==> src/verilog/id_pkg.sv <==
/*
 * Decode stage shared definitions
 * Data and register address widths, register field positions and
 * the encodings used between decoder, operand path and ID/EX register
 */
package id_pkg;

  // Data path and register file sizes
  localparam int unsigned XLEN       = 32;
  localparam int unsigned REG_ADDR_W = 5;

  // Register field positions in the instruction word
  localparam int unsigned RS1_LSB = 15;
  localparam int unsigned RS2_LSB = 20;
  localparam int unsigned RD_LSB  = 7;

  // Link offset, no compressed instructions
  localparam int unsigned PC_INCR = 4;

  // RV32I major opcodes
  typedef enum logic [6:0] {
    OPC_OP     = 7'h33,
    OPC_OP_IMM = 7'h13,
    OPC_LUI    = 7'h37,
    OPC_AUIPC  = 7'h17,
    OPC_JAL    = 7'h6f,
    OPC_JALR   = 7'h67,
    OPC_BRANCH = 7'h63,
    OPC_LOAD   = 7'h03,
    OPC_STORE  = 7'h23
  } opcode_e;

  // Arithmetic ops first, then branch compares
  typedef enum logic [4:0] {
    ALU_ADD, ALU_SUB, ALU_SLL, ALU_SLT, ALU_SLTU, ALU_XOR, ALU_SRL, ALU_SRA,
    ALU_OR, ALU_AND, ALU_EQ, ALU_NE, ALU_LT, ALU_GE, ALU_LTU, ALU_GEU
  } alu_op_e;

  typedef enum logic [1:0] {OP_A_REG, OP_A_PC, OP_A_ZERO} op_a_sel_e;

  typedef enum logic {OP_B_REG, OP_B_IMM} op_b_sel_e;

  typedef enum logic [1:0] {OP_C_REG_B, OP_C_BRANCH_TGT, OP_C_ZERO} op_c_sel_e;

  typedef enum logic [1:0] {IMM_I, IMM_S, IMM_U, IMM_PCINCR} imm_sel_e;

  // Source of a register operand
  typedef enum logic [1:0] {FW_RF, FW_EX, FW_WB} fw_sel_e;

  typedef enum logic [1:0] {XFER_NONE, XFER_JAL, XFER_JALR, XFER_BRANCH} ctrl_xfer_e;

  // Matches funct3[1:0] of loads and stores
  typedef enum logic [1:0] {LSU_BYTE, LSU_HALF, LSU_WORD} lsu_size_e;

endpackage
==> src/verilog/imm_gen.sv <==
/*
 * Immediate generator
 * Sign extends the I, S, B and J immediates, builds the U immediate
 * and selects the immediate for operand B
 */
`timescale 1ns/1ps

module imm_gen (
  input  logic [id_pkg::XLEN-1:0] instr_i,
  input  id_pkg::imm_sel_e        imm_sel_i,
  output logic [id_pkg::XLEN-1:0] imm_b_o,
  output logic [id_pkg::XLEN-1:0] imm_i_o,
  output logic [id_pkg::XLEN-1:0] imm_sb_o,
  output logic [id_pkg::XLEN-1:0] imm_j_o,
  output logic [id_pkg::XLEN-1:0] imm_u_o
);

  logic [id_pkg::XLEN-1:0] imm_s;

  // Bit 31 is the sign for every format
  assign imm_i_o  = {{20{instr_i[31]}}, instr_i[31:20]};
  assign imm_s    = {{20{instr_i[31]}}, instr_i[31:25], instr_i[11:7]};
  assign imm_u_o  = {instr_i[31:12], 12'b0};

  // Branch and jump offsets are halfword aligned
  assign imm_sb_o = {{19{instr_i[31]}}, instr_i[31], instr_i[7], instr_i[30:25],
                     instr_i[11:8], 1'b0};
  assign imm_j_o  = {{12{instr_i[31]}}, instr_i[19:12], instr_i[20], instr_i[30:21], 1'b0};

  always_comb begin
    case (imm_sel_i)
      id_pkg::IMM_S:      imm_b_o = imm_s;
      id_pkg::IMM_U:      imm_b_o = imm_u_o;
      id_pkg::IMM_PCINCR: imm_b_o = id_pkg::XLEN'(id_pkg::PC_INCR);
      default:            imm_b_o = imm_i_o;
    endcase
  end

endmodule

==> config.mk <==
export PLATFORM = sky130hd
export DESIGN_NAME = imm_gen
export DESIGN_NICKNAME = d
export VERILOG_FILES = /design/src/verilog/id_pkg.sv /design/src/verilog/imm_gen.sv
export SDC_FILE = /design/constraint.sdc
export NUM_CORES = 1
export LEC_CHECK = 0
export ABC_AREA = 1
export BUFFER_PORTS_ARGS = -buffer_cell sky130_fd_sc_hd__buf_2
export CAP_MARGIN = 20
export CORE_AREA = 2 2 74 76
export DETAILED_ROUTE_END_ITERATION = 8
export DIE_AREA = 0 0 76 78
export GPL_TIMING_DRIVEN = 0
export PLACE_DENSITY = 0.75
export SLEW_MARGIN = 30
export SYNTH_ARGS = -nofsm -noshare
export SYNTH_HDL_FRONTEND = slang
export SYNTH_SLANG_ARGS = --single-unit
export TNS_END_PERCENT = 1
==> constraint.sdc <==
create_clock -name vclk -period 0.8
set_clock_uncertainty 0.2 [all_clocks]
set_input_delay 0.08 -clock vclk [all_inputs]
set_output_delay 0.08 -clock vclk [all_outputs]
set_load 0.02 [all_outputs]
==> run summary <==
Status = complete, but fails checks
Violated checks = negative setup slack
Chip width = 76 µm
Number of max-cap violations = 0
Largest net degree at the start of global routing = 28
TritonRoute pass-1 iters = 4
Library cells used by synthesis = 13
Starting density of the core = 26.3%
FF+latch count = 0
Core Rows = 26
Max incr delay on CP = 0.17 ns
CP max-delay cell = buf_16
Switching share of power = 50.4%
Seq. cell area = 0 µm²
Fill cells = 421
RSZ-0062 raised after global routing = true
Area Growth Syn to Fin = 154%
Via total after detailed routing = 1740
Period Utilization, post-route = 132%
Io pins = 194
Fin crit period = 1.06 ns
Setup crit start kind = input port
Synthesized area = 1320 µm²
Avg Vias per Cell = 3.66
Syn Area/Cell = 6.40 µm²
Worst-path cell chain = buf_16, inv_12, nor2_4, inv_6, buf_16, nand2_8, buf_6
Port bufs = 172
HPWL after detailed placement = 3.76 mm
Nets = 441
Placeable Area = 5040 µm²
Initial antenna violation count = 0
Synth top area share = 74.3%
Power Density = 723 nW/µm²
Logic pwr share = 100.0%
Cts hold-fix bufs = 0
Hold path endpoint = imm_sb_o[14]
Final core occ = 66.7%
Routed WL per cell = 10.9 µm
WP data required = 0.52 ns
Synth area leader = buf_4
Syn. warnings = 0
Post-synthesis sequential area ratio = 0%
Hold Vio Cnt, Final = 0
CLK BUF = 0
Crit. End Element = output port
Most used cell along the critical path = buf_16
Crit Path Class = input port to output port
Max Freq = 946 MHz
Worst Hold Launch = instr_i[31]
Die height = 78 µm
Sw power = 1230 µW
GP Congestion = 0.676
Arr. time, crit path = 0.78 ns
Hold WC Path Type = input port to output port
Crit path max fanout = 7
Final WL = 5.16 mm
GR Overflow Total = 0
First-pass GRT wire length = 8.05 mm
Peak VDD IR = 412 µV
Int Pwr = 1210 µW
Top-count cell post-synth = buf_4
Gr usage total = 16.1%
Part of the power in registers = 0%
Gate Count Post-Synth = 207
Die ar. = 5930 µm²
Hold Path Depth = 3
Detail Route Antenna Nets = 0
Leak = 0.00192 µW
Setup WS pre-CTS = -0.992 ns
Remaining DRCs = 0
Vias in the first global route = 1661
Clk pwr share = 0%
Top post-synthesis cells by count = buf_4, nand2_1, nand3_1
Final setup margin = -0.257 ns
Pins Over Slew Limit = 0
Iter 0 DRT Violations = 28
Antenna diodes = 0
Final setup fails = 43
Area contributors post-synth = buf_4, nand3_1, nand2_1, inv_1, buf_6
Layout cells sized above 1 = 87.9%
[logic make-up after synthesis]
| group | share of synthesized area [%] |
|---|---|
| buffers and inverters | 79.4 |
| and+or+nand+nor | 19.6 |
| other | 0.283 |
| AOI/OAI and AO/OA | 0.755 |
[layout by cell type (no fill, tap or decap)]
cell type	netlist	routed
buf_4	131	138
buf_2	1	114
buf_6	2	50
nand2_1	29	15
conb_1	1	14
nand3_1	23	13
nand3_4	0	10
nand2_8	0	10
buf_12	0	8
nor2_4	0	7
inv_1	8	6
buf_16	0	6
nand2_2	0	4
buf_8	0	3
inv_12	0	1
inv_6	0	1
inv_8	0	1
inv_2	1	1
o21ai_0	1	1
nor2_2	2	1
a21oi_2	0	1
[worst max-delay path by stage]
stage                start     endpoint  slack (ns)
2_1_floorplan  instr_i[31]  imm_b_o[12]       -0.14
3_3_place_gp   instr_i[31]  imm_b_o[23]       -0.95
3_5_place_dp   instr_i[31]  imm_b_o[23]       -0.99
4_1_cts        instr_i[31]  imm_b_o[13]       -0.24
5_1_grt        instr_i[31]  imm_b_o[13]       -0.29
6_report       instr_i[31]  imm_b_o[13]       -0.26
[worst max-delay path, delay by kind of cell]
kind	cells	cell delay (ns)
buffers and inverters	5	0.51
and+or+nand+nor	2	0.19
[metal layers]
layer,wire length [µm],up-vias,track usage (%)
met2,3000,82,34.4
met3,328,6,1.40
met1,1760,759,16.9
li1,-,893,-
met5,0,-,0
met4,72,0,2.73
[cell type report]
type | instances | area (µm²) | share of cell area, %
timing repair buffer | 185 | 1430 | 42.5
buffer | 134 | 1110 | 33.0
multi-input combinational | 76 | 673 | 20.0
tap | 70 | 87.6 | 2.60
inverter | 10 | 62.6 | 1.86
[power groups by stage]
| stage | registers [µW] | clock network, µW | logic, µW |
|---|---|---|---|
| 3_3_place_gp | 0 | 0 | 1980 |
| 5_1_grt | 0 | 0 | 2560 |
| 4_1_cts | 0 | 0 | 2400 |
| 2_1_floorplan | 0 | 0 | 1420 |
| 3_5_place_dp | 0 | 0 | 2010 |
| 6_report | 0 | 0 | 2430 |
[per-stage QoR]
| step | hold slack (ns) | power [µW] | instance area, µm² | setup TNS (ns) | instances |
|---|---|---|---|---|---|
| 2_1_floorplan | -0.00483 | 1420 | 1730 | -2.75 | 220 |
| 3_3_place_gp | 0.279 | 1980 | 2670 | -54.75 | 462 |
| 3_5_place_dp | 0.280 | 2010 | 2670 | -58.17 | 462 |
| 4_1_cts | 0.267 | 2400 | 3300 | -7.18 | 475 |
| 5_1_grt | 0.284 | 2560 | 3360 | -8.35 | 475 |
| 6_report | 0.268 | 2430 | 3360 | -7.11 | 475 |
[what timing repair did]
item	CTS	global route
endpoints found under the setup margin	89	58
gates resized for setup	127	24
gates cloned	5	0
buffers inserted	8	0
pin swaps	18	0
No activity file was read; power rests on OpenSTA's default activity.
