==> config.mk <==
export PLATFORM = sky130hd
export DESIGN_NAME = id_ex_reg
export DESIGN_NICKNAME = d
export VERILOG_FILES = /design/src/verilog/id_pkg.sv /design/src/verilog/id_ex_reg.sv
export SDC_FILE = /design/constraint.sdc
export NUM_CORES = 1
export LEC_CHECK = 0
export BUFFER_PORTS_ARGS = -buffer_cell sky130_fd_sc_hd__buf_2
export CAP_MARGIN = 5
export CORE_AREA = 2 2 116 118
export CTS_CLUSTER_DIAMETER = 150
export DETAILED_ROUTE_END_ITERATION = 7
export DIE_AREA = 0 0 118 120
export PLACE_DENSITY = 0.75
export SLEW_MARGIN = 20
export SYNTH_ARGS = -nofsm -noshare
export SYNTH_HDL_FRONTEND = slang
export SYNTH_SLANG_ARGS = --single-unit
==> constraint.sdc <==
create_clock -name clk -period 0.9 [get_ports clk]
set_clock_uncertainty 0.1 [all_clocks]
set_input_delay 0.045 -clock clk [delete_from_list [all_inputs] [get_ports clk]]
set_output_delay 0.045 -clock clk [all_outputs]
set_load 0.01 [all_outputs]
==> src/verilog/id_pkg.sv <==
/*
 * Decode stage shared definitions
 * Data and register address widths, register field positions and
 * the encodings used between decoder, operand path and ID/EX register
 */
package id_pkg;

  // Data path and register file sizes
  localparam int unsigned XLEN       = 32;
  localparam int unsigned REG_ADDR_W = 5;

  // Register field positions in the instruction word
  localparam int unsigned RS1_LSB = 15;
  localparam int unsigned RS2_LSB = 20;
  localparam int unsigned RD_LSB  = 7;

  // Link offset, no compressed instructions
  localparam int unsigned PC_INCR = 4;

  // RV32I major opcodes
  typedef enum logic [6:0] {
    OPC_OP     = 7'h33,
    OPC_OP_IMM = 7'h13,
    OPC_LUI    = 7'h37,
    OPC_AUIPC  = 7'h17,
    OPC_JAL    = 7'h6f,
    OPC_JALR   = 7'h67,
    OPC_BRANCH = 7'h63,
    OPC_LOAD   = 7'h03,
    OPC_STORE  = 7'h23
  } opcode_e;

  // Arithmetic ops first, then branch compares
  typedef enum logic [4:0] {
    ALU_ADD, ALU_SUB, ALU_SLL, ALU_SLT, ALU_SLTU, ALU_XOR, ALU_SRL, ALU_SRA,
    ALU_OR, ALU_AND, ALU_EQ, ALU_NE, ALU_LT, ALU_GE, ALU_LTU, ALU_GEU
  } alu_op_e;

  typedef enum logic [1:0] {OP_A_REG, OP_A_PC, OP_A_ZERO} op_a_sel_e;

  typedef enum logic {OP_B_REG, OP_B_IMM} op_b_sel_e;

  typedef enum logic [1:0] {OP_C_REG_B, OP_C_BRANCH_TGT, OP_C_ZERO} op_c_sel_e;

  typedef enum logic [1:0] {IMM_I, IMM_S, IMM_U, IMM_PCINCR} imm_sel_e;

  // Source of a register operand
  typedef enum logic [1:0] {FW_RF, FW_EX, FW_WB} fw_sel_e;

  typedef enum logic [1:0] {XFER_NONE, XFER_JAL, XFER_JALR, XFER_BRANCH} ctrl_xfer_e;

  // Matches funct3[1:0] of loads and stores
  typedef enum logic [1:0] {LSU_BYTE, LSU_HALF, LSU_WORD} lsu_size_e;

endpackage
==> src/verilog/id_ex_reg.sv <==
/*
 * ID/EX pipeline register
 * Accepts a decoded instruction when EX is ready and the controller
 * neither kills nor halts ID. Holds everything under back-pressure,
 * clears valid when no instruction moves on
 */
`timescale 1ns/1ps

module id_ex_reg (
  input  logic                          clk,
  input  logic                          rst_n,
  input  logic                          instr_valid_i,
  input  logic                          kill_i,
  input  logic                          halt_i,
  input  logic                          ex_ready_i,
  input  id_pkg::alu_op_e               alu_op_i,
  input  logic [id_pkg::XLEN-1:0]       operand_a_i,
  input  logic [id_pkg::XLEN-1:0]       operand_b_i,
  input  logic [id_pkg::XLEN-1:0]       operand_c_i,
  input  logic                          rf_we_i,
  input  logic                          lsu_en_i,
  input  logic                          lsu_we_i,
  input  id_pkg::lsu_size_e             lsu_size_i,
  input  logic                          lsu_sign_ext_i,
  input  logic                          illegal_i,
  input  logic [id_pkg::REG_ADDR_W-1:0] rd_addr_i,
  input  logic [id_pkg::XLEN-1:0]       pc_i,
  input  id_pkg::ctrl_xfer_e            ctrl_xfer_i,
  output logic                          id_ready_o,
  output logic                          ex_valid_o,
  output id_pkg::alu_op_e               ex_alu_op_o,
  output logic [id_pkg::XLEN-1:0]       ex_operand_a_o,
  output logic [id_pkg::XLEN-1:0]       ex_operand_b_o,
  output logic [id_pkg::XLEN-1:0]       ex_operand_c_o,
  output logic                          ex_rf_we_o,
  output logic [id_pkg::REG_ADDR_W-1:0] ex_rd_addr_o,
  output logic                          ex_lsu_en_o,
  output logic                          ex_lsu_we_o,
  output id_pkg::lsu_size_e             ex_lsu_size_o,
  output logic                          ex_lsu_sign_ext_o,
  output logic                          ex_branch_o,
  output logic                          ex_illegal_o,
  output logic [id_pkg::XLEN-1:0]       ex_pc_o
);

  logic accept;

  // Kill drains ID at once, halt freezes it
  assign id_ready_o = kill_i || (ex_ready_i && !halt_i);
  assign accept     = instr_valid_i && !kill_i && !halt_i && ex_ready_i;

  always_ff @(posedge clk or negedge rst_n) begin
    if (!rst_n) begin
      ex_valid_o     <= 1'b0;
      ex_alu_op_o    <= id_pkg::ALU_ADD;
      ex_operand_a_o <= '0;
      ex_operand_b_o <= '0;
      ex_operand_c_o <= '0;
      ex_rf_we_o     <= 1'b0;
      ex_lsu_en_o    <= 1'b0;
      ex_branch_o    <= 1'b0;
      ex_illegal_o   <= 1'b0;
    end else if (accept) begin
      ex_valid_o     <= 1'b1;
      ex_alu_op_o    <= alu_op_i;
      ex_operand_a_o <= operand_a_i;
      ex_operand_b_o <= operand_b_i;
      ex_operand_c_o <= operand_c_i;
      ex_rf_we_o     <= rf_we_i;
      ex_lsu_en_o    <= lsu_en_i;
      ex_branch_o    <= (ctrl_xfer_i == id_pkg::XFER_BRANCH);
      ex_illegal_o   <= illegal_i;
    end else if (ex_ready_i) begin
      // bubble into EX, data fields keep their values
      ex_valid_o <= 1'b0;
    end
  end

  // Payload only toggles for the class that uses it
  always_ff @(posedge clk) begin
    if (accept) begin
      ex_pc_o <= pc_i;
      if (rf_we_i) begin
        ex_rd_addr_o <= rd_addr_i;
      end
      if (lsu_en_i) begin
        ex_lsu_we_o       <= lsu_we_i;
        ex_lsu_size_o     <= lsu_size_i;
        ex_lsu_sign_ext_o <= lsu_sign_ext_i;
      end
    end
  end

  // EX stalled means the stage output must not move
  assert property (@(posedge clk) disable iff (!rst_n)
    !ex_ready_i |=> $stable(ex_valid_o) && $stable(ex_operand_a_o) &&
                    $stable(ex_operand_b_o) && $stable(ex_operand_c_o));

endmodule

==> qor.csv <==
stage;metric;value;unit
power;p_leak;5.31;nW
sta;setup_viol;288;
power;peakVddDrop;1360;uV
detailed_routing;drc;0;
global_routing;track_usage;30.2;%
logic_synthesis;syn_area_per_cell;19.3;sq um
detailed_routing;routed_wirelength;24400;um
power;power_density;2120;mW/mm^2
layout;drive_above_1_share;64.2;%
setup_path;crit_path_end_kind;output pin;
global_routing;antenna_found_initial;1;
logic_synthesis;synth_top_family_by_area;multiplexers;
power;switching_share;26.7;%
logic_synthesis;yosys.area_share.simple;0.550;%
logic_synthesis;synth_xor_area_share;0;%
global_routing;grt_max_degree;42;
power;p_int;0.0171;W
layout;num-nets-final;990;
cts;clock_path_buffers;2;
detailed_routing;drt-pass1-iter-count;5;
placed_design;placed_cell_area;0.00700;sq mm
logic_synthesis;synth_nets;425;
logic_synthesis;synth-seq-cells;147;
layout;stdcell_count;1028;
sta;fin_crit;1200;ps
setup_path;required;750;ps
placed_design;io_buffer_count;300;
cts;cts_tree;built;
placed_design;place_congestion;0.786;
cts;clk_pin_slew;70;ps
power;p_total;0.0233;W
setup_path;path_delay_family;flip-flops;
setup_path;cp-start-kind;flip-flop;
placed_design;dpl.cell_count;747;
cts;clkLatencyLatePin;420;ps
floorplanning;top_level_ports;301;
setup_path;path_class;flip-flop to output pin;
hold_path;worstHoldPathType;input pin to asynchronous set/reset pin;
sta;final_hold_viol_count;12;
setup_path;path_max_fanout;1;
global_routing;grt_pass1_vias;5436;
logic_synthesis;synth_cell_types;13;
sta;fmax;833;MHz
power;p_sw;0.00621;W
logic_synthesis;syn_inst;272;
power;p_seq_share;37.9;%
setup_path;crit_arrival;1060;ps
layout;syn_to_final_growth;109;%
cts;cts-buffers-inserted;17;
floorplanning;start_util;40.3;%
sta;max_slew.worst_pin.slew;256;ps
floorplanning;fp.dieH;120;um
sta;min_period_over_period;133;%
setup_path;crit_buf_inv;1;
job;maxCapViolations;0;
sta;slew_viol_final;0;
floorplanning;die_area;0.0142;sq mm
layout;design_area;0.0110;sq mm
logic_synthesis;synth_warnings;0;
detailed_routing;vias;5136;
logic_synthesis;yosysSeqAreaShare;74.2;%
sta;maxSlewHeadroom;82.9;%
sta;fin_setup_tns;-47890;ps
detailed_routing;wl_per_cell;23.7;um
status;run_status;finished with violations;
setup_path;cp_slowest_cell;edfxtp_1;
status;violations;hold timing, setup timing;
floorplanning;num_rows;42;
floorplanning;core;0.0130;sq mm
logic_synthesis;synthAdderAreaFrac;0;%
setup_path;crit_chain;buf_2;
sta;timing.final.ws_setup;-301;ps
detailed_routing;antenna_left;0;
detailed_routing;viasPerCell;5.00;
global_routing;grt_pass1_wl;31500;um
setup_path;max_stage_delay;460;ps
placed_design;dp_hpwl;9590;um
global_routing;grt_overflow_total;0;
detailed_routing;drtIter0Drc;281;
power;clkPwrFrac;33.9;%
logic_synthesis;synth_area;0.00524;sq mm
layout;nFillCells;560;
cts;ctsRootBufferMaster;clkbuf_16;
cts;htreeDepth;4;
logic_synthesis;synth_compound_area_share;0.287;%
floorplanning;die_w;118;um
sta;holdWs;-61.3;ps
sta;rsz0062_at_grt;yes;
cts;cts_hold_buffers;149;
logic_synthesis;muxShareOfSynthArea;22.9;%
power;p_comb_share;28.2;%
cts;cts.sinks;147;
==> area by class of cell <==
type / count / area, sq um / share of cell area [%]
Inverter: 2 / 7.51 / 0.0685
Clock buffer: 18 / 429 / 3.92
Antenna cell: 2 / 5.00 / 0.0457
Sequential cell: 147 / 3880 / 35.4
Multi-Input combinational cell: 111 / 1620 / 14.7
Timing Repair Buffer: 558 / 4590 / 41.9
Clock inverter: 14 / 209 / 1.91
Tap cell: 176 / 220 / 2.01
==> per-stage QoR <==
step | worst slack (ps) | util, %
final | -301 | 84.5
after global routing | -318 | 84.4
after CTS | -239 | 80.5
after detailed placement | -554 | 53.9
after global placement | -540 | 53.9
after floorplan | -465 | -
==> cells in the final DEF (no fill, tap or decap), types with 3 or more instances in the layout <==
cell type,instances
buf_16,14
edfxtp_1,41
bufinv_16,5
dlygate4sd3_1,149
buf_8,9
buf_4,56
buf_2,263
buf_12,10
clkbuf_16,17
mux2_4,101
mux2_2,3
buf_6,57
dfrtp_1,106
==> worst paths after layout <==
check	start	end	slack, ps	cells after the start
min in group clk	pc_i[19]	ex_pc_o[19]	250	2
max in group asynchronous	rst_n	ex_operand_a_o[14]	250	3
worst min register to register	ex_operand_a_o[2]	ex_operand_a_o[2]	410	1
worst max register to register	ex_operand_b_o[25]	ex_operand_b_o[25]	-190	2
worst min-delay path	rst_n	ex_alu_op_o[1]	-60	2
worst max-delay path	ex_pc_o[30]	ex_pc_o[30]	-300	1
==> cell usage after synthesis <==
library cell  count  share of area, %
mux2i_1           1              0.19
inv_1             2              0.14
buf_6             3              0.65
and2_1            2              0.24
buf_4             9               1.3
nand2_1           1             0.072
edfxtp_1         41                24
dfrtp_1         106                51
mux2_4            5               1.4
o21bai_1          1              0.14
a21o_1            1              0.14
mux2_2           99                21
and4bb_1          1              0.24
==> registers in the layout, indices dropped and copies added (netlist names) <==
name / flops
ex_operand_a_o: 32
ex_operand_b_o: 32
ex_operand_c_o: 32
ex_pc_o: 32
ex_alu_op_o: 5
ex_rd_addr_o: 5
ex_lsu_size_o: 2
ex_branch_o: 1
ex_illegal_o: 1
ex_lsu_en_o: 1
ex_lsu_sign_ext_o: 1
ex_lsu_we_o: 1
ex_rf_we_o: 1
ex_valid_o: 1
==> power by group through the flow <==
stage                     Sequential [W]  Clock [W]  Combinational [W]
after floorplan                  0.00914          0            0.00104
after global placement           0.00856          0            0.00333
after detailed placement         0.00862          0            0.00341
after CTS                        0.00858    0.00771            0.00523
after global routing             0.00890    0.00823            0.00685
final                            0.00882    0.00789            0.00656
==> cells by family after synthesis <==
kind of cell / Yosys count
DFF: 147
muxes: 105
buffers and inverters: 14
and+or+nand+nor: 4
AOI/OAI and AO/OA: 2
==> layer usage <==
layer / up-vias / track usage [%] / wire length (um)
met3: 107 / 8.94 / 1830
li1: 2117 / - / -
met5: - / 0 / 0
met2: 353 / 55.3 / 12900
met1: 2559 / 31.7 / 8300
met4: 0 / 14.5 / 1380
==> what timing repair did <==
| action | in CTS | in global routing |
|---|---|---|
| setup buffers | 37 | 51 |
| endpoints found under the setup margin | 286 | 288 |
| hold endpoints to repair | 262 | 12 |
| gates resized for setup | 157 | 48 |
| pin swaps | 3 | 4 |
| gates cloned | 15 | 0 |
Power figures use the tool's default switching activity.
