==> src/verilog/id_pkg.sv <==
/*
 * Decode stage shared definitions
 * Data and register address widths, register field positions and
 * the encodings used between decoder, operand path and ID/EX register
 */
package id_pkg;

  // Data path and register file sizes
  localparam int unsigned XLEN       = 32;
  localparam int unsigned REG_ADDR_W = 5;

  // Register field positions in the instruction word
  localparam int unsigned RS1_LSB = 15;
  localparam int unsigned RS2_LSB = 20;
  localparam int unsigned RD_LSB  = 7;

  // Link offset, no compressed instructions
  localparam int unsigned PC_INCR = 4;

  // RV32I major opcodes
  typedef enum logic [6:0] {
    OPC_OP     = 7'h33,
    OPC_OP_IMM = 7'h13,
    OPC_LUI    = 7'h37,
    OPC_AUIPC  = 7'h17,
    OPC_JAL    = 7'h6f,
    OPC_JALR   = 7'h67,
    OPC_BRANCH = 7'h63,
    OPC_LOAD   = 7'h03,
    OPC_STORE  = 7'h23
  } opcode_e;

  // Arithmetic ops first, then branch compares
  typedef enum logic [4:0] {
    ALU_ADD, ALU_SUB, ALU_SLL, ALU_SLT, ALU_SLTU, ALU_XOR, ALU_SRL, ALU_SRA,
    ALU_OR, ALU_AND, ALU_EQ, ALU_NE, ALU_LT, ALU_GE, ALU_LTU, ALU_GEU
  } alu_op_e;

  typedef enum logic [1:0] {OP_A_REG, OP_A_PC, OP_A_ZERO} op_a_sel_e;

  typedef enum logic {OP_B_REG, OP_B_IMM} op_b_sel_e;

  typedef enum logic [1:0] {OP_C_REG_B, OP_C_BRANCH_TGT, OP_C_ZERO} op_c_sel_e;

  typedef enum logic [1:0] {IMM_I, IMM_S, IMM_U, IMM_PCINCR} imm_sel_e;

  // Source of a register operand
  typedef enum logic [1:0] {FW_RF, FW_EX, FW_WB} fw_sel_e;

  typedef enum logic [1:0] {XFER_NONE, XFER_JAL, XFER_JALR, XFER_BRANCH} ctrl_xfer_e;

  // Matches funct3[1:0] of loads and stores
  typedef enum logic [1:0] {LSU_BYTE, LSU_HALF, LSU_WORD} lsu_size_e;

endpackage
==> src/verilog/instr_decoder.sv <==
/*
 * RV32I instruction decoder
 * Maps opcode, funct3 and funct7 onto ALU op, operand and immediate
 * selects, LSU controls and control-transfer type. Unknown encodings
 * raise illegal and drop the register and memory enables
 */
`timescale 1ns/1ps

module instr_decoder (
  input  logic [id_pkg::XLEN-1:0] instr_i,
  input  logic                    deassert_we_i,
  output id_pkg::alu_op_e         alu_op_o,
  output id_pkg::op_a_sel_e       op_a_sel_o,
  output id_pkg::op_b_sel_e       op_b_sel_o,
  output id_pkg::op_c_sel_e       op_c_sel_o,
  output id_pkg::imm_sel_e        imm_sel_o,
  output id_pkg::ctrl_xfer_e      ctrl_xfer_o,
  output logic                    rf_we_o,
  output logic                    lsu_en_o,
  output logic                    lsu_we_o,
  output id_pkg::lsu_size_e       lsu_size_o,
  output logic                    lsu_sign_ext_o,
  output logic                    illegal_o
);

  id_pkg::opcode_e opcode;
  logic [2:0]      funct3;
  logic [6:0]      funct7;

  assign opcode = id_pkg::opcode_e'(instr_i[6:0]);
  assign funct3 = instr_i[14:12];
  assign funct7 = instr_i[31:25];

  // funct3 to ALU op for OP and OP-IMM, alt picks SUB or SRA
  function automatic id_pkg::alu_op_e arith_op(input logic [2:0] f3, input logic alt);
    id_pkg::alu_op_e op;
    case (f3)
      3'b000:  op = alt ? id_pkg::ALU_SUB : id_pkg::ALU_ADD;
      3'b001:  op = id_pkg::ALU_SLL;
      3'b010:  op = id_pkg::ALU_SLT;
      3'b011:  op = id_pkg::ALU_SLTU;
      3'b100:  op = id_pkg::ALU_XOR;
      3'b101:  op = alt ? id_pkg::ALU_SRA : id_pkg::ALU_SRL;
      3'b110:  op = id_pkg::ALU_OR;
      default: op = id_pkg::ALU_AND;
    endcase
    return op;
  endfunction

  always_comb begin
    logic rf_we_raw;
    logic lsu_en_raw;

    // Defaults describe a register-register ADD with nothing enabled
    rf_we_raw      = 1'b0;
    lsu_en_raw     = 1'b0;
    illegal_o      = 1'b0;
    alu_op_o       = id_pkg::ALU_ADD;
    op_a_sel_o     = id_pkg::OP_A_REG;
    op_b_sel_o     = id_pkg::OP_B_REG;
    op_c_sel_o     = id_pkg::OP_C_ZERO;
    imm_sel_o      = id_pkg::IMM_I;
    ctrl_xfer_o    = id_pkg::XFER_NONE;
    lsu_we_o       = 1'b0;
    lsu_size_o     = id_pkg::lsu_size_e'(funct3[1:0]);
    lsu_sign_ext_o = 1'b0;

    case (opcode)
      id_pkg::OPC_OP: begin
        rf_we_raw = 1'b1;
        alu_op_o  = arith_op(funct3, funct7[5]);
        // Only ADD and SRL have a second encoding
        if (funct7 == 7'h20) begin
          illegal_o = (funct3 != 3'b000) && (funct3 != 3'b101);
        end else begin
          illegal_o = (funct7 != 7'h00);
        end
      end
      id_pkg::OPC_OP_IMM: begin
        rf_we_raw  = 1'b1;
        op_b_sel_o = id_pkg::OP_B_IMM;
        alu_op_o   = arith_op(funct3, (funct3 == 3'b101) && funct7[5]);
        // shift immediates keep a funct7 field
        if (funct3 == 3'b001) begin
          illegal_o = (funct7 != 7'h00);
        end else if (funct3 == 3'b101) begin
          illegal_o = (funct7 != 7'h00) && (funct7 != 7'h20);
        end
      end
      id_pkg::OPC_LUI, id_pkg::OPC_AUIPC: begin
        rf_we_raw  = 1'b1;
        op_a_sel_o = (opcode == id_pkg::OPC_LUI) ? id_pkg::OP_A_ZERO : id_pkg::OP_A_PC;
        op_b_sel_o = id_pkg::OP_B_IMM;
        imm_sel_o  = id_pkg::IMM_U;
      end
      id_pkg::OPC_JAL, id_pkg::OPC_JALR: begin
        // Link value is PC + 4 through the ALU
        rf_we_raw   = 1'b1;
        op_a_sel_o  = id_pkg::OP_A_PC;
        op_b_sel_o  = id_pkg::OP_B_IMM;
        imm_sel_o   = id_pkg::IMM_PCINCR;
        ctrl_xfer_o = (opcode == id_pkg::OPC_JAL) ? id_pkg::XFER_JAL : id_pkg::XFER_JALR;
        illegal_o   = (opcode == id_pkg::OPC_JALR) && (funct3 != 3'b000);
      end
      id_pkg::OPC_BRANCH: begin
        op_c_sel_o  = id_pkg::OP_C_BRANCH_TGT;
        ctrl_xfer_o = id_pkg::XFER_BRANCH;
        case (funct3)
          3'b000:  alu_op_o = id_pkg::ALU_EQ;
          3'b001:  alu_op_o = id_pkg::ALU_NE;
          3'b100:  alu_op_o = id_pkg::ALU_LT;
          3'b101:  alu_op_o = id_pkg::ALU_GE;
          3'b110:  alu_op_o = id_pkg::ALU_LTU;
          3'b111:  alu_op_o = id_pkg::ALU_GEU;
          default: illegal_o = 1'b1;
        endcase
      end
      id_pkg::OPC_LOAD: begin
        // Address is rs1 + I immediate
        rf_we_raw      = 1'b1;
        lsu_en_raw     = 1'b1;
        op_b_sel_o     = id_pkg::OP_B_IMM;
        lsu_sign_ext_o = !funct3[2];
        illegal_o      = (funct3[1:0] == 2'b11) || (funct3[2] && funct3[1]);
      end
      id_pkg::OPC_STORE: begin
        // Store data travels on operand C
        lsu_en_raw = 1'b1;
        lsu_we_o   = 1'b1;
        op_b_sel_o = id_pkg::OP_B_IMM;
        op_c_sel_o = id_pkg::OP_C_REG_B;
        imm_sel_o  = id_pkg::IMM_S;
        illegal_o  = funct3[2] || (funct3[1:0] == 2'b11);
      end
      default: illegal_o = 1'b1;
    endcase

    // Controller squash and illegal encodings both drop the enables
    rf_we_o  = rf_we_raw && !illegal_o && !deassert_we_i;
    lsu_en_o = lsu_en_raw && !illegal_o && !deassert_we_i;
  end

endmodule

==> config.mk <==
export PLATFORM = sky130hd
export DESIGN_NAME = instr_decoder
export DESIGN_NICKNAME = d
export VERILOG_FILES = /design/src/verilog/id_pkg.sv /design/src/verilog/instr_decoder.sv
export SDC_FILE = /design/constraint.sdc
export NUM_CORES = 1
export LEC_CHECK = 0
export BUFFER_PORTS_ARGS = -buffer_cell sky130_fd_sc_hd__buf_4
export CAP_MARGIN = 30
export CELL_PAD_IN_SITES_DETAIL_PLACEMENT = 0
export CELL_PAD_IN_SITES_GLOBAL_PLACEMENT = 1
export CORE_MARGIN = 8
export CORE_UTILIZATION = 25
export DETAILED_ROUTE_END_ITERATION = 8
export GPL_TIMING_DRIVEN = 0
export PLACE_DENSITY_LB_ADDON = 0.15
export SYNTH_ARGS = -nofsm -noshare
export SYNTH_HDL_FRONTEND = slang
export SYNTH_SLANG_ARGS = --single-unit
==> constraint.sdc <==
create_clock -name vclk -period 1.95
set_input_delay 0.0975 -clock vclk [all_inputs]
set_output_delay 0.0975 -clock vclk [all_outputs]
set_load 0.01 [all_outputs]
==> results by group <==
Run status
  – Status: complete, no violations

Power
  – Leakage power: between 0.3 and 0.4 nW
  – Pwr Density: approximately 150 nW/µm²
  – Max IR drop VDD: 61.3 µV

Routing
  – Vias/cell: 4.85
  – Drt total wl: 1.86 mm
  – DRT iter0 DRCs: 9
  – DRC Markers: 0
  – Vias: about 700
  – Antenna viol nets, final: 0
  – Router iterations before antenna repair: 4
  – Wire per inst: 12.7 µm

Layout
  – Nets: 153
  – Syn-to-layout area delta: 54.6%
  – ANT cells: 0
  – Register Area: 0 µm²
  – Layout cells sized above 1: 0.407
  – Commonest non-fill, non-tap cells in the layout: buf_4, nor3_1, a21oi_1
  – Sequential cell count: 0
  – Commonest non-fill, non-tap cell in the layout: buf_4
  – Clock buf count: 0

Timing
  – Final Setup Violations: 0
  – Least-Margin Pin Slew: 0.512 ns
  – Fmax: 602 MHz
  – RSZ-0062 raised after global routing: false
  – Setup WS post-layout: 0.290 ns
  – Slew Viols, Final: 0
  – Max-slew headroom: 0.656
  – Period utilization: 0.851
  – Fin. Hold Viols: 0
  – Period minus WS final: 1.66 ns
  – Setup tns final: 0 ns

Worst setup path
  – Type of the worst setup path: in2out
  – Crit path max fanout: 10
  – Worst Path Arrival: approximately 1.6 ns
  – Critical Path RT: 1.85 ns
  – Critical Path Sink Type: output pin
  – CP startpoint kind: input port

Synthesis
  – Area share of xor/xnor cells in the synthesized design: 0.0321
  – Sequential fraction of the synthesis area: 0
  – Simple-gate share of the synthesized area: 0.525
  – Syn Inst Count: 83
  – Top cell type's share of synthesized area: 0.0734
  – Multiplexer share of the synthesized area: 0
  – Synth unique cells: 42
  – Avg Cell Area, Syn: 6.57 µm²
  – Adder-Cell Fraction of Synth Area: 0
  – Syn_nets: 116
  – Compound-gate portion of the synthesized area: 0.289
  – Synth top area cells: nor3_1, a21oi_1, buf_4
  – Synth warnings: 0
  – Post-synth top area cell: nor3_1
  – Main combinational cell family by area after synthesis: simple AND/OR/NAND/NOR gates
  – Post-Syn Area: 546 µm²

Min path
  – Min-delay worst type: in2out
  – Hold Path Origin: instr_i[12]
  – Hold depth: 2
  – Worst Hold Path EP: lsu_size_o[0]

Place
  – Port bufs: 35
  – Pre-CTS setup slack: 0.293 ns
  – Gp weighted congestion: between 0.7 and 0.8
  – Post-DP HPWL: 1.58 mm

Floorplan
  – Die height: 62.7 µm
  – Die footprint: about 4000 µm²
  – I/O pins: between 50 and 60
  – Core area: about 2100 µm²
  – Row cnt: 17
  – Die width: around 63 µm
  – Starting Density: 0.256

Clock tree
  – Hold-fix buffers, CTS: 0
  – Post-CTS Repair Setup Buffers: 0
  – Resized cells post-CTS: 0

Global route
  – Largest net degree at the start of global routing: 11
  – Vias in the first global route: 722
  – Initial antenna violation count: 0
  – First-pass GRT wire length: 3.22 mm
  – Gr usage total: 0.0887
  – Overflow after GRT: 0

Job
  – Max Cap Viol: 0
[metal layers]
layer	GRT usage	routed length [µm]	up-vias	part of all wire
met1	0.122	893	307	0.48
met2	0.144	836	21	0.45
met4	0	0	0	0
met5	0	0	-	0
met3	0.0215	129	0	0.069
li1	-	-	380	-
[worst max-delay path by stage]
stage / startpoint / to / slack (ns) / cells past startpoint
after floorplan: instr_i[6] / alu_op_o[1] / 0.57 / 5
after global placement: instr_i[3] / rf_we_o / 0.29 / 7
after detailed placement: instr_i[3] / rf_we_o / 0.29 / 7
after CTS: instr_i[3] / rf_we_o / 0.28 / 7
after global routing: instr_i[3] / rf_we_o / 0.17 / 7
final: instr_i[3] / rf_we_o / 0.29 / 7
[area by class of cell]
cell class | instances | area (µm²)
multi-input cells | 70 | 465
plain buffers | 11 | 72.6
inverters | 2 | 7.51
well taps | 28 | 35.0
fillers | 257 | 1280
repair buffers | 35 | 263
[logic make-up after synthesis]
logic type	Yosys count
XOR/XNOR	2
AND/OR/NAND/NOR	44
other	1
AO/OA/AOI/OAI	23
buffers and inverters	13
[where the power goes]
group | internal [mW] | switching [mW] | total, mW
Sequential | 0 | 0 | 0
Combinational | 0.0617 | 0.0613 | 0.123
Clock | 0 | 0 | 0
[cell usage after synthesis (all sizes together), types with 2 or more instances]
cell type	instances
clkbuf	2
nand3	4
o21a	3
nor3	9
nand3b	3
buf	9
and3	2
nor2	6
o21ai	3
nor2b	2
nor4	2
inv	2
a21oi	7
xor2	2
nand2	6
[metrics by stage]
step	instance area (µm²)	instances	power, mW	util	hold WS, ns
after detailed placement	843	146	0.124	0.396	0.376
after floorplan	546	83	0.0731	-	0.246
after global placement	843	146	0.124	0.396	0.375
after CTS	843	146	0.124	0.396	0.376
final	843	146	0.123	0.396	0.374
after global routing	843	146	0.135	0.396	0.383
[worst max-delay path, cell delays in order]
cell and delay, ns:
buf_4 0.12, buf_2 0.17, nor3b_1 0.33, nand4_1 0.19, a211o_1 0.31, and4b_1 0.20
buf_4 0.14
Power figures use the tool's default switching activity.
